### config.mk
export PLATFORM = sky130hd
export DESIGN_NAME = yuv_to_rgb
export DESIGN_NICKNAME = d
export VERILOG_FILES = /design/src/design/yuv_pkg.sv /design/src/design/chroma_window_if.sv /design/src/design/rgb_acc_if.sv /design/src/design/chroma_window.sv /design/src/design/csc_engine.sv /design/src/design/rgb_packer.sv /design/src/design/yuv_to_rgb.sv
export SDC_FILE = /design/constraint.sdc
export NUM_CORES = 2
export LEC_CHECK = 0
export ABC_AREA = 0
export BUFFER_PORTS_ARGS = -buffer_cell sky130_fd_sc_hd__buf_2
export CORE_ASPECT_RATIO = 0.9
export CORE_MARGIN = 5
export CORE_UTILIZATION = 35
export DETAILED_ROUTE_END_ITERATION = 8
export GPL_ROUTABILITY_DRIVEN = 0
export GPL_TIMING_DRIVEN = 0
export SYNTH_ARGS = -nofsm -noshare
export SYNTH_HDL_FRONTEND = slang
export SYNTH_SLANG_ARGS = --single-unit
### constraint.sdc
create_clock -name CLOCK_50_I -period 21.2 [get_ports CLOCK_50_I]
set_input_delay 2.12 -clock CLOCK_50_I [delete_from_list [all_inputs] [get_ports CLOCK_50_I]]
set_output_delay 2.12 -clock CLOCK_50_I [all_outputs]
set_load 0.03 [all_outputs]
### src/design/yuv_pkg.sv
package yuv_pkg;

	localparam int SAMPLE_W = 8;
	localparam int WORD_W = 16;
	localparam int ACC_W = 32;
	localparam int LINE_PAIRS = 160;

	// Chroma filter taps by distance from the centre
	localparam int TAP_OUTER = 21;
	localparam int TAP_MIDDLE = 52;
	localparam int TAP_INNER = 159;
	localparam int FILTER_ROUND = 128;
	localparam int FILTER_SHIFT = 8;

	localparam int Y_OFFSET = 16;
	localparam int C_OFFSET = 128;

	// Colour conversion, 16 fractional bits
	localparam int COEF_Y = 76284;
	localparam int COEF_RV = 104595;
	localparam int COEF_GU = -25624;
	localparam int COEF_GV = -53281;
	localparam int COEF_BU = 132251;
	localparam int CSC_SHIFT = 16;

	localparam int PAIR_CYCLES = 8;

	typedef logic [SAMPLE_W-1:0] sample_t;
	typedef logic signed [ACC_W-1:0] acc_t;
	// Index 0 holds the oldest sample
	typedef sample_t [0:5] tap_window_t;

	function automatic sample_t clip_sample(input acc_t value, input int unsigned shift);
		acc_t scaled;
		scaled = value >>> shift;
		if (scaled < 0)
			return '0;
		if (scaled > acc_t'(2 ** SAMPLE_W - 1))
			return '1;
		return scaled[SAMPLE_W-1:0];
	endfunction

endpackage

### src/design/chroma_window_if.sv
`timescale 1ns/10ps

// One filter window and its luma pair, decode to execute
interface chroma_window_if import yuv_pkg::*; ();
	logic win_valid;
	sample_t y_even;
	sample_t y_odd;
	tap_window_t u_taps;
	tap_window_t v_taps;
	logic last_pair;
	// Back from execute, high while a pair is converting
	logic running;

	modport source (
		output win_valid, y_even, y_odd, u_taps, v_taps, last_pair,
		input running
	);
	modport sink (
		input win_valid, y_even, y_odd, u_taps, v_taps, last_pair,
		output running
	);
endinterface

### src/design/rgb_acc_if.sv
`timescale 1ns/10ps

// Six colour accumulators of one pixel pair, execute to result
interface rgb_acc_if import yuv_pkg::*; ();
	logic acc_valid;
	acc_t r_even;
	acc_t g_even;
	acc_t b_even;
	acc_t r_odd;
	acc_t g_odd;
	acc_t b_odd;
	logic last_pair;

	modport source (output acc_valid, r_even, g_even, b_even, r_odd, g_odd, b_odd, last_pair);
	modport sink (input acc_valid, r_even, g_even, b_even, r_odd, g_odd, b_odd, last_pair);
endinterface

### src/design/chroma_window.sv
`timescale 1ns/10ps

module chroma_window import yuv_pkg::*; (
	input logic CLOCK_50_I,
	input logic resetn,
	input logic in_valid,
	input sample_t in_y_even,
	input sample_t in_y_odd,
	input sample_t in_u,
	input sample_t in_v,
	output logic busy,
	chroma_window_if.source win
);

	logic [$clog2(LINE_PAIRS)-1:0] pair_cnt;
	logic flushing;
	logic [1:0] flush_cnt;
	logic flush_go;
	logic shift_en;

	tap_window_t u_sr;
	tap_window_t v_sr;
	sample_t y_even_d [0:2];
	sample_t y_odd_d [0:2];
	sample_t y_even_q;
	sample_t y_odd_q;
	logic last_q;

	// Flush steps wait until execute has taken the previous window
	assign flush_go = flushing && !in_valid && !win.win_valid && !win.running;
	assign shift_en = in_valid || flush_go;
	assign busy = win.win_valid || win.running || flushing;

	always_ff @(posedge CLOCK_50_I or negedge resetn) begin
		if (!resetn) begin
			pair_cnt <= '0;
			flushing <= 1'b0;
			flush_cnt <= '0;
			win.win_valid <= 1'b0;
		end else begin
			win.win_valid <= 1'b0;
			if (in_valid) begin
				// Pairs 0 to 2 only fill the window
				if (pair_cnt >= 3)
					win.win_valid <= 1'b1;
				if (pair_cnt == LINE_PAIRS - 1) begin
					pair_cnt <= '0;
					flushing <= 1'b1;
				end else begin
					pair_cnt <= pair_cnt + 1'b1;
				end
			end else if (flush_go) begin
				win.win_valid <= 1'b1;
				flush_cnt <= flush_cnt + 1'b1;
				if (flush_cnt == 2'd2) begin
					flushing <= 1'b0;
					flush_cnt <= '0;
				end
			end
		end
	end

	always_ff @(posedge CLOCK_50_I) begin
		if (shift_en) begin
			for (int i = 0; i < 5; i++) begin
				u_sr[i] <= u_sr[i+1];
				v_sr[i] <= v_sr[i+1];
			end
			// During the flush the last sample of the line repeats
			u_sr[5] <= in_valid ? in_u : u_sr[5];
			v_sr[5] <= in_valid ? in_v : v_sr[5];
			// First sample of a line stands in for everything before it
			if (in_valid && pair_cnt == 0) begin
				u_sr <= {6{in_u}};
				v_sr <= {6{in_v}};
			end

			// Luma lags three pairs behind the newest chroma
			y_even_q <= y_even_d[0];
			y_odd_q <= y_odd_d[0];
			for (int i = 0; i < 2; i++) begin
				y_even_d[i] <= y_even_d[i+1];
				y_odd_d[i] <= y_odd_d[i+1];
			end
			y_even_d[2] <= in_y_even;
			y_odd_d[2] <= in_y_odd;

			last_q <= flush_go && flush_cnt == 2'd2;
		end
	end

	assign win.y_even = y_even_q;
	assign win.y_odd = y_odd_q;
	assign win.u_taps = u_sr;
	assign win.v_taps = v_sr;
	assign win.last_pair = last_q;

endmodule

### src/design/csc_engine.sv
`timescale 1ns/10ps

module csc_engine import yuv_pkg::*; (
	input logic CLOCK_50_I,
	input logic resetn,
	chroma_window_if.sink win,
	rgb_acc_if.source acc
);

	logic running;
	logic [$clog2(PAIR_CYCLES)-1:0] cnt;

	// Shared coefficient, one data operand per lane
	acc_t coef;
	acc_t data_even;
	acc_t data_odd;
	acc_t prod_even;
	acc_t prod_odd;

	acc_t u_acc;
	acc_t v_acc;
	acc_t r_acc_even;
	acc_t g_acc_even;
	acc_t b_acc_even;
	acc_t r_acc_odd;
	acc_t g_acc_odd;
	acc_t b_acc_odd;

	sample_t u_odd;
	sample_t v_odd;
	acc_t u_even_c;
	acc_t v_even_c;
	acc_t u_odd_c;
	acc_t v_odd_c;

	function automatic acc_t pair_sum(input sample_t a, input sample_t b);
		return acc_t'(a) + acc_t'(b);
	endfunction

	// Interpolated odd chroma, settled after the third cycle
	assign u_odd = clip_sample(u_acc, FILTER_SHIFT);
	assign v_odd = clip_sample(v_acc, FILTER_SHIFT);

	// Even pixel uses the centre tap as received
	assign u_even_c = acc_t'(win.u_taps[2]) - C_OFFSET;
	assign v_even_c = acc_t'(win.v_taps[2]) - C_OFFSET;
	assign u_odd_c = acc_t'(u_odd) - C_OFFSET;
	assign v_odd_c = acc_t'(v_odd) - C_OFFSET;

	assign prod_even = coef * data_even;
	assign prod_odd = coef * data_odd;

	// During the filter the even lane carries U and the odd lane V
	always_comb begin
		case (cnt)
			0: begin
				coef = TAP_INNER;
				data_even = pair_sum(win.u_taps[2], win.u_taps[3]);
				data_odd = pair_sum(win.v_taps[2], win.v_taps[3]);
			end
			1: begin
				coef = TAP_MIDDLE;
				data_even = pair_sum(win.u_taps[1], win.u_taps[4]);
				data_odd = pair_sum(win.v_taps[1], win.v_taps[4]);
			end
			2: begin
				coef = TAP_OUTER;
				data_even = pair_sum(win.u_taps[0], win.u_taps[5]);
				data_odd = pair_sum(win.v_taps[0], win.v_taps[5]);
			end
			3: begin
				coef = COEF_Y;
				data_even = acc_t'(win.y_even) - Y_OFFSET;
				data_odd = acc_t'(win.y_odd) - Y_OFFSET;
			end
			4: begin
				coef = COEF_RV;
				data_even = v_even_c;
				data_odd = v_odd_c;
			end
			5: begin
				coef = COEF_GU;
				data_even = u_even_c;
				data_odd = u_odd_c;
			end
			6: begin
				coef = COEF_GV;
				data_even = v_even_c;
				data_odd = v_odd_c;
			end
			default: begin
				coef = COEF_BU;
				data_even = u_even_c;
				data_odd = u_odd_c;
			end
		endcase
	end

	always_ff @(posedge CLOCK_50_I or negedge resetn) begin
		if (!resetn) begin
			running <= 1'b0;
			cnt <= '0;
		end else if (win.win_valid) begin
			running <= 1'b1;
			cnt <= '0;
		end else if (running) begin
			cnt <= cnt + 1'b1;
			if (cnt == PAIR_CYCLES - 1)
				running <= 1'b0;
		end
	end

	always_ff @(posedge CLOCK_50_I) begin
		if (running) begin
			case (cnt)
				0: begin
					u_acc <= FILTER_ROUND + prod_even;
					v_acc <= FILTER_ROUND + prod_odd;
				end
				1: begin
					u_acc <= u_acc - prod_even;
					v_acc <= v_acc - prod_odd;
				end
				2: begin
					u_acc <= u_acc + prod_even;
					v_acc <= v_acc + prod_odd;
				end
				3: begin
					r_acc_even <= prod_even;
					g_acc_even <= prod_even;
					b_acc_even <= prod_even;
					r_acc_odd <= prod_odd;
					g_acc_odd <= prod_odd;
					b_acc_odd <= prod_odd;
				end
				4: begin
					r_acc_even <= r_acc_even + prod_even;
					r_acc_odd <= r_acc_odd + prod_odd;
				end
				5, 6: begin
					g_acc_even <= g_acc_even + prod_even;
					g_acc_odd <= g_acc_odd + prod_odd;
				end
				default: ;
			endcase
		end
	end

	assign win.running = running;

	// Blue takes its last product straight from the multipliers
	assign acc.acc_valid = running && cnt == PAIR_CYCLES - 1;
	assign acc.r_even = r_acc_even;
	assign acc.g_even = g_acc_even;
	assign acc.b_even = b_acc_even + prod_even;
	assign acc.r_odd = r_acc_odd;
	assign acc.g_odd = g_acc_odd;
	assign acc.b_odd = b_acc_odd + prod_odd;
	assign acc.last_pair = win.last_pair;

endmodule

### src/design/rgb_packer.sv
`timescale 1ns/10ps

module rgb_packer import yuv_pkg::*; (
	input logic CLOCK_50_I,
	input logic resetn,
	rgb_acc_if.sink acc,
	output logic out_valid,
	output logic [WORD_W-1:0] out_word,
	output logic out_line_end
);

	logic [1:0] phase;
	sample_t r_even;
	sample_t g_even;
	sample_t b_even;
	sample_t r_odd;
	sample_t g_odd;
	sample_t b_odd;
	logic last_q;

	always_ff @(posedge CLOCK_50_I or negedge resetn) begin
		if (!resetn) begin
			out_valid <= 1'b0;
			phase <= '0;
		end else if (acc.acc_valid) begin
			out_valid <= 1'b1;
			phase <= '0;
		end else if (out_valid) begin
			phase <= phase + 1'b1;
			if (phase == 2'd2)
				out_valid <= 1'b0;
		end
	end

	// Scale and saturate once, on capture
	always_ff @(posedge CLOCK_50_I) begin
		if (acc.acc_valid) begin
			r_even <= clip_sample(acc.r_even, CSC_SHIFT);
			g_even <= clip_sample(acc.g_even, CSC_SHIFT);
			b_even <= clip_sample(acc.b_even, CSC_SHIFT);
			r_odd <= clip_sample(acc.r_odd, CSC_SHIFT);
			g_odd <= clip_sample(acc.g_odd, CSC_SHIFT);
			b_odd <= clip_sample(acc.b_odd, CSC_SHIFT);
			last_q <= acc.last_pair;
		end
	end

	always_comb begin
		case (phase)
			2'd0: out_word = {r_even, g_even};
			2'd1: out_word = {b_even, r_odd};
			default: out_word = {g_odd, b_odd};
		endcase
	end

	assign out_line_end = out_valid && phase == 2'd2 && last_q;

endmodule

### src/design/yuv_to_rgb.sv
`timescale 1ns/10ps

module yuv_to_rgb import yuv_pkg::*; (
	input logic CLOCK_50_I,
	input logic resetn,
	input logic in_valid,
	input sample_t in_y_even,
	input sample_t in_y_odd,
	input sample_t in_u,
	input sample_t in_v,
	output logic busy,
	output logic out_valid,
	output logic [WORD_W-1:0] out_word,
	output logic out_line_end
);

	chroma_window_if win_if ();
	rgb_acc_if acc_if ();

	// Decode, execute and result stages
	chroma_window decode_i (
		.CLOCK_50_I(CLOCK_50_I),
		.resetn(resetn),
		.in_valid(in_valid),
		.in_y_even(in_y_even),
		.in_y_odd(in_y_odd),
		.in_u(in_u),
		.in_v(in_v),
		.busy(busy),
		.win(win_if.source)
	);

	csc_engine execute_i (
		.CLOCK_50_I(CLOCK_50_I),
		.resetn(resetn),
		.win(win_if.sink),
		.acc(acc_if.source)
	);

	rgb_packer result_i (
		.CLOCK_50_I(CLOCK_50_I),
		.resetn(resetn),
		.acc(acc_if.sink),
		.out_valid(out_valid),
		.out_word(out_word),
		.out_line_end(out_line_end)
	);

endmodule

## Yosys cells after proc, flatten, opt, wreduce, memory -nomap -nowiden

Memory sizes are Yosys's and may differ from the RTL's. A register that Yosys moved wholly into a read port is not among the register bits.
Cells that the tools add are included.
W data, S select, Z words.

| word-level totals | value |
|---|---|
| register bits | 421 |
| bits in writable memories | 48 |
| output and inout port bits | 19 |
| word-level logic and storage cells | 235 |
| memories | 2 |

Memory list:

| memory | words | bits a word | read ports | clocked after memory_dff | wr ports | line | RTL |
|---|---|---|---|---|---|---|---|
| decode_i.y_even_d | 3 | 8 | 3 | 1 | 3 | chroma_window.sv:23 | `sample_t y_even_d [0:2];` |
| decode_i.y_odd_d | 3 | 8 | 3 | 1 | 3 | chroma_window.sv:24 | `sample_t y_odd_d [0:2];` |

| operators by class | value |
|---|---|
| $add $sub $neg | 28 |
| multiply operators | 2 |
| magnitude comparators | 17 |
| eq/ne operators | 12 |
| mux-type cells | 103 |
| bitwise logic cells | 1 |
| reduce and logical (&&, ||, !) cells | 34 |

Operators by type and width:

| kind | number |
|---|---|
| $pmux W32 S5 | 2 |
| $mux W8 | 35 |
| $add A32 B32 Y32 | 8 |
| $pmux W32 S2 | 4 |
| $pmux W32 S7 | 1 |
| $pmux W32 S3 | 2 |
| $gt A16 B9 Y1 const B | 6 |
| $lt A16 B1 Y1 const B | 6 |
| $mux W48 | 2 |
| $add A9 B32 Y32 const A | 2 |
| $mul A32 B32 Y32 | 2 |
| $sub A32 B32 Y32 | 2 |
| $add A8 B8 Y9 | 6 |
| $mux W1 | 51 |
| $gt A24 B9 Y1 const B | 2 |
| $lt A24 B1 Y1 const B | 2 |
| $sub A8 B8 Y9 const B | 4 |
| $pmux W16 S2 | 1 |
| $sub A8 B5 Y9 const B | 2 |
| $reduce_bool A2 Y1 | 7 |
| $eq A3 B3 Y1 const B | 4 |
| $reduce_and A2 Y1 | 6 |
| $add A8 B1 Y8 const B | 1 |
| $eq A8 B8 Y1 const B | 1 |
| 20 further kinds | 38 |

## Longest topological paths before layout

| logic depth | value |
|---|---|
| depth in word-level cells | 16 |
| depth in mapped cells | 54 |
| depth with buffers taken out | 53 |

## Modules after synthesis

A second synthesis with hierarchy kept.

| second synthesis, totals | value |
|---|---|
| cells, all modules | 6018 |
| area total of the unflattened synthesis | 58879.0 sq um |

Modules (own cells, without submodules):

| module | instances | cells each | area each (sq um) | seq. area each (sq um) |
|---|---|---|---|---|
| csc_engine | 1 | 5489 | 49505.0 | 7787.5 |
| chroma_window | 1 | 307 | 6739.0 | 5134.9 |
| rgb_packer | 1 | 222 | 2635.0 | 1546.5 |

## Least setup slack after synthesis

Ideal clock, no wire load.

| timing | value |
|---|---|
| path kind | reg2reg |
| from | register execute_i.cnt[1] |
| to | register execute_i.r_acc_odd[31], in the netlist execute_i.acc.r_odd[31] (data pin) |
| library setup time | 266 ps |
| arrival | 11243 ps |
| required time | 20934 ps |
| setup slack | 9691 ps |
| cell stages (with the launch flop) | 44 |
| buffers on the path | 4 |
| path through | dfrtp_1 clkbuf_1 inv_1 ha_1 clkbuf_1 o21ai_1 nand2_1 clkbuf_1 nor3_1 clkbuf_1 nor2_1 fa_1 fa_1 inv_1 fa_1 inv_1 fa_1 ha_1 [8 not listed] o211a_1 o21ai_1 a21oi_1 o311ai_2 ha_1 and2_1 a221o_1 a211oi_1 o31a_1 maj3_2 o221ai_1 a31oi_1 o31ai_2 a221oi_1 or4_1 a311o_1 a22oi_1 xnor2_1 |

| on the way | value |
|---|---|
| longest elaborated chain between the ends | 6 |
| elaborated cells on any way between the ends | 13 |
| those cells by class | add/sub: 1; mul: 1; eq/ne: 6; mux: 3; reduce/logical: 2 |

RTL lines:

| item | line | RTL |
|---|---|---|
| from (decl) | csc_engine.sv:11 | `logic [$clog2(PAIR_CYCLES)-1:0] cnt;` |
| from (signal assigned) | csc_engine.sv:107 | `cnt <= cnt + 1'b1;` |
| $eq A3 B3 Y1 | csc_engine.sv:55 | `case (cnt)` |
| $reduce_or A2 Y1 (no line) | - |  |
| $pmux W32 S5 | csc_engine.sv:55 |  |
| $mul A32 B32 Y32 (*) | csc_engine.sv:51 | `assign prod_odd = coef * data_odd;` |
| named net execute_i.prod_odd[16] | csc_engine.sv:18 | `acc_t prod_odd;` |
| $add A32 B32 Y32 (*) | csc_engine.sv:138 | `r_acc_odd <= r_acc_odd + prod_odd;` |
| $pmux W32 S2 (*) | csc_engine.sv:115 | `case (cnt)` |
| to (signal assigned) | csc_engine.sv:132 | `r_acc_odd <= prod_odd;` |
| to (signal assigned) | csc_engine.sv:138 |  |
| to (decl) | csc_engine.sv:25 | `acc_t r_acc_odd;` |

Mark *: on every way through the listed nets, which the timed path passes. The rest lies on a longest branch.
A chain may end at the register's enable or synchronous reset.

## Worst setup path in the final report

| timing | value |
|---|---|
| from | register execute_i.cnt[0] |
| to | register result_i.b_odd[7] (data pin) |

| on the way | value |
|---|---|
| longest elaborated chain between the ends | 11 |
| elaborated cells on any way between the ends | 22 |
| those cells by class | add/sub: 1; mul: 1; order compare: 2; eq/ne: 6; mux: 10; reduce/logical: 2 |

RTL lines:

| item | line | RTL |
|---|---|---|
| $eq A3 B3 Y1 | csc_engine.sv:55 |  |
| $reduce_or A2 Y1 (no line) | - |  |
| $pmux W32 S5 | csc_engine.sv:55 |  |
| $mul A32 B32 Y32 (*) | csc_engine.sv:51 |  |
| $add A32 B32 Y32 (*) | csc_engine.sv:158 | `assign acc.b_odd = b_acc_odd + prod_odd;` |
| $gt A16 B9 Y1 | yuv_pkg.sv:38 | `if (scaled > acc_t'(2 ** SAMPLE_W - 1))` |
| $mux W1 (2 in a row) | yuv_pkg.sv:38 |  |
| $mux W1 | rgb_packer.sv:37 | `if (acc.acc_valid) begin` |
| $mux W8 | yuv_pkg.sv:40 | `return scaled[SAMPLE_W-1:0];` |
| $mux W8 (*) | yuv_pkg.sv:38 |  |
| to (signal assigned) | rgb_packer.sv:43 | `b_odd <= clip_sample(acc.b_odd, CSC_SHIFT);` |
| to (decl) | rgb_packer.sv:18 | `sample_t b_odd;` |

Every way passes the cells marked *; elsewhere a longest branch is shown, timed or not. The select of a mux whose other input is x is not followed.

==> summary.md <==
| Metric | Value |
|---|---|
| # fillers | `roughly 16,000` |
| Setup bufs post-CTS | `0` |
| Total clock buffers created by CTS | `54` |
| Residual DRC | `0` |
| # IOs | `54` |
| Post-synth top cells | `1,006 x inv_1, 639 x fa_1, 584 x ha_1` |
| Top post-synthesis cells by area | `edfxtp_1 24%, fa_1 22%, ha_1 13%` |
| Die Ht | `just under 400 um` |
| Fin crit share | `about 83%` |
| Count leader, synth | `inv_1` |
| Synth cell types | `94` |
| Min Tclk post-route | `between 15 and 20 ns` |
| Share of layout cells above drive strength 1 | `4.471%` |
| Slew HR | `-3.428%` |
| RSZ-0062 raised after global routing | `no` |
| Failing checks | `max-capacitance violations, max-slew violations` |
| Clk slew on worst S/H paths | `roughly 0.06 ns` |
| Starting Density | `approximately a third` |
| CTS sink count | `485` |
| Vias | `approximately 45,000` |
| First-pass GRT wire length | `between 200 and 300 mm` |
| Antenna violations before repair | `7` |
| Worst slew pin tran | `1.540 ns` |
| Final Setup Violations | `0` |
| Crit. End Element | `register` |
| Max cap viols | `4` |
| Main flop type after synthesis | `edfxtp_1` |
| Die area | `around 170,000 um^2` |
| Crit-path max cell delay | `between 1 and 1.5 ns` |
| Post-synthesis simple-gate area fraction | `a little under an eighth` |
| Final Skew | `around 0.022 ns` |
| # resized after CTS | `0` |
| Placed cell areas | `roughly 60,000 um^2` |
| Synth Area in XOR/XNOR | `between 7 and 8%` |
| EDFF count, synth | `about 470` |
| Hold Fails Final Rpt | `0` |
| Hold Buf Count CTS | `0` |
| Post-synth top area share | `24.39%` |
| Mapped cell area | `between 50,000 and 60,000 um^2` |
| Fin Setup TNS | `0 ns` |
| Max Freq | `57.15 MHz` |
| Asr flop ratio synth | `roughly 3.9%` |
| Clock root buffer | `clkbuf_16` |
| Area of the core | `about 160,000 um^2` |
| Non-Filler Cell Area, Final | `between 60,000 and 70,000 um^2` |
| Clock Path Buffers | `3` |
| Aggregate routed wire length | `about 180 mm` |
| Syn_nets | `approximately 7,300` |
| Synth Warn # | `0` |
| Finished Core Util | `roughly two fifths` |
| CP most frequent cell | `fa_1` |
| DR vias/cell | `5.379` |
| Total GRT Usage | `between 20% and 30%` |
| Routed Antenna Nets | `0` |
| Layout Nets | `roughly 7,400` |
| H-tree Lvls | `2` |
| Status | `complete, but fails checks` |
| Max FO, Critical Path | `10` |
| Post-synth top area cell | `edfxtp_1` |
| I/O Buffers | `53` |
| Post-Synthesis Cells | `5,996` |
| DRT Pass-1 Iters | `6` |
| DP Wirelength | `between 100 and 150 mm` |
| Register Area | `roughly 14,000 um^2` |
| Routed WL per cell | `21.64 um` |
| Die X-Extent | `436.7 um` |
| Post-synthesis mux area share | `less than 1%` |
| Largest net degree at the start of global routing | `77` |
| Kind of critical path | `reg -> reg` |
| Data required time of the worst path | `around 22 ns` |
| Vias in the first global route | `44,260` |
| Skew-Pair Late Insertion Delay | `0.64 ns` |
| Syn avg cell area | `between 9 and 10 um^2` |
| Max-slew violation count | `22` |
| Iter 0 DRT Violations | `roughly 4,300` |
| Row count | `141` |
| Worst setup SP type | `register` |
| Post-Synth Adder-Cell Area | `between 30% and 40%` |
| Slowest cell on crit path | `o21ai_0` |
| Largest family of logic cells by synthesized area | `adder cells` |
| Synthesized flop and latch total | `between 400 and 500` |
| Hold/Removal Path Class | `reg -> reg` |
| CTS tree | `yes` |
| Total congestion overflow | `0` |
| Seq/Total Area, Yosys | `25.22%` |
| Post-synthesis compound-gate area fraction | `12.89%` |
| Total area of multi-input combinational cells | `just under 40,000 um^2` |
| Layout area overhead | `9.469%` |
| Crit path DAT | `roughly 18 ns` |
-- final timing paths --
path / end / slack (ns) / cells past startpoint / startpoint
max reg2reg: result_i.b_odd[7] / 3.70 / 43 / execute_i.cnt[0]
max: result_i.b_odd[7] / 3.70 / 43 / execute_i.cnt[0]
max in group asynchronous: execute_i.win.running / 19.36 / 1 / resetn
min: decode_i.win.y_even[7] / 0.41 / 0 / decode_i.y_even_d[0][7]
min in group asynchronous: result_i.out_valid / 1.47 / 1 / resetn
min reg2reg: decode_i.win.y_even[7] / 0.41 / 0 / decode_i.y_even_d[0][7]
-- metal layers --
metal	GRT usage (%)	routed length, um	vias up
li1	-	-	20340
met1	29.33	79430	22200
met2	30.76	76190	1902
met3	4.545	17840	306
met4	6.159	6431	10
met5	0.3893	149	-
-- flip-flops by register name, indices dropped and copies added, names as in the netlist, 24 cells and up --
signal                flops
decode_i.win.u_taps      48
decode_i.win.v_taps      48
decode_i.y_even_d        24
decode_i.y_odd_d         24
execute_i.acc.g_even     32
execute_i.acc.g_odd      32
execute_i.acc.r_even     32
execute_i.acc.r_odd      32
execute_i.b_acc_even     32
execute_i.b_acc_odd      32
execute_i.u_acc          32
execute_i.v_acc          32
-- layout by cell type, fill, tap and decap left out, types with 32 or more instances in the layout --
cell          n
inv_1      1006
fa_1        639
ha_1        584
nand2_1     571
edfxtp_1    466
nor2_1      429
a21oi_1     320
xnor2_1     290
o21ai_0     288
xor2_1      152
clkbuf_1    142
a21o_1      125
nor3_1       81
nand3_1      76
nand2b_1     74
buf_2        59
clkbuf_16    54
o21bai_1     47
o21a_1       46
and3_1       41
a31oi_1      37
a211oi_1     33
a22oi_1      33
or2_2        33
nor2b_1      32
-- metrics by stage --
stage	setup slack, ns	cells	hold slack (ns)
global placement	3.808	8194	0.4010
finish	3.702	8320	0.4091
floorplan	9.691	5996	0.4003
detailed placement	3.930	8216	0.4045
global route	3.124	8318	0.4227
CTS	3.886	8316	0.4128
-- critical path, delay by kind of cell, from the launching register on --
family                     cells  cell delay [ns]
DFF                            1             0.44
buffers and inverters         10             3.83
adders and majority gates     11             4.83
AOI/OAI and AO/OA             11             4.31
xor gates and xnor gates       1             0.87
and+or+nand+nor               10             2.90
-- cell type report --
class / instances / share of cell area [%]
multi-input cells: 4348 / 61.71
flip-flops and latches: 485 / 23.04
inverters: 1010 / 6.041
well taps: 2145 / 4.274
clock buffers: 64 / 2.212
repair buffers: 77 / 1.124
plain buffers: 153 / 0.9265
clock inverters: 36 / 0.6655
diodes: 2 / 0.007970
-- kinds of logic (layout without fill, tap and decap cells) --
logic type / after synthesis / after routing
compound gates: 1159 / 1159
xor+xnor: 462 / 462
fa+ha+maj: 1232 / 1232
buf+inv: 1163 / 1340
flops: 485 / 485
mux: 15 / 15
other cells: 0 / 2
simple gates: 1480 / 1480
Power is not shown: default switching activity piles up to over one toggle a cycle in this logic, so the estimate is an artifact.
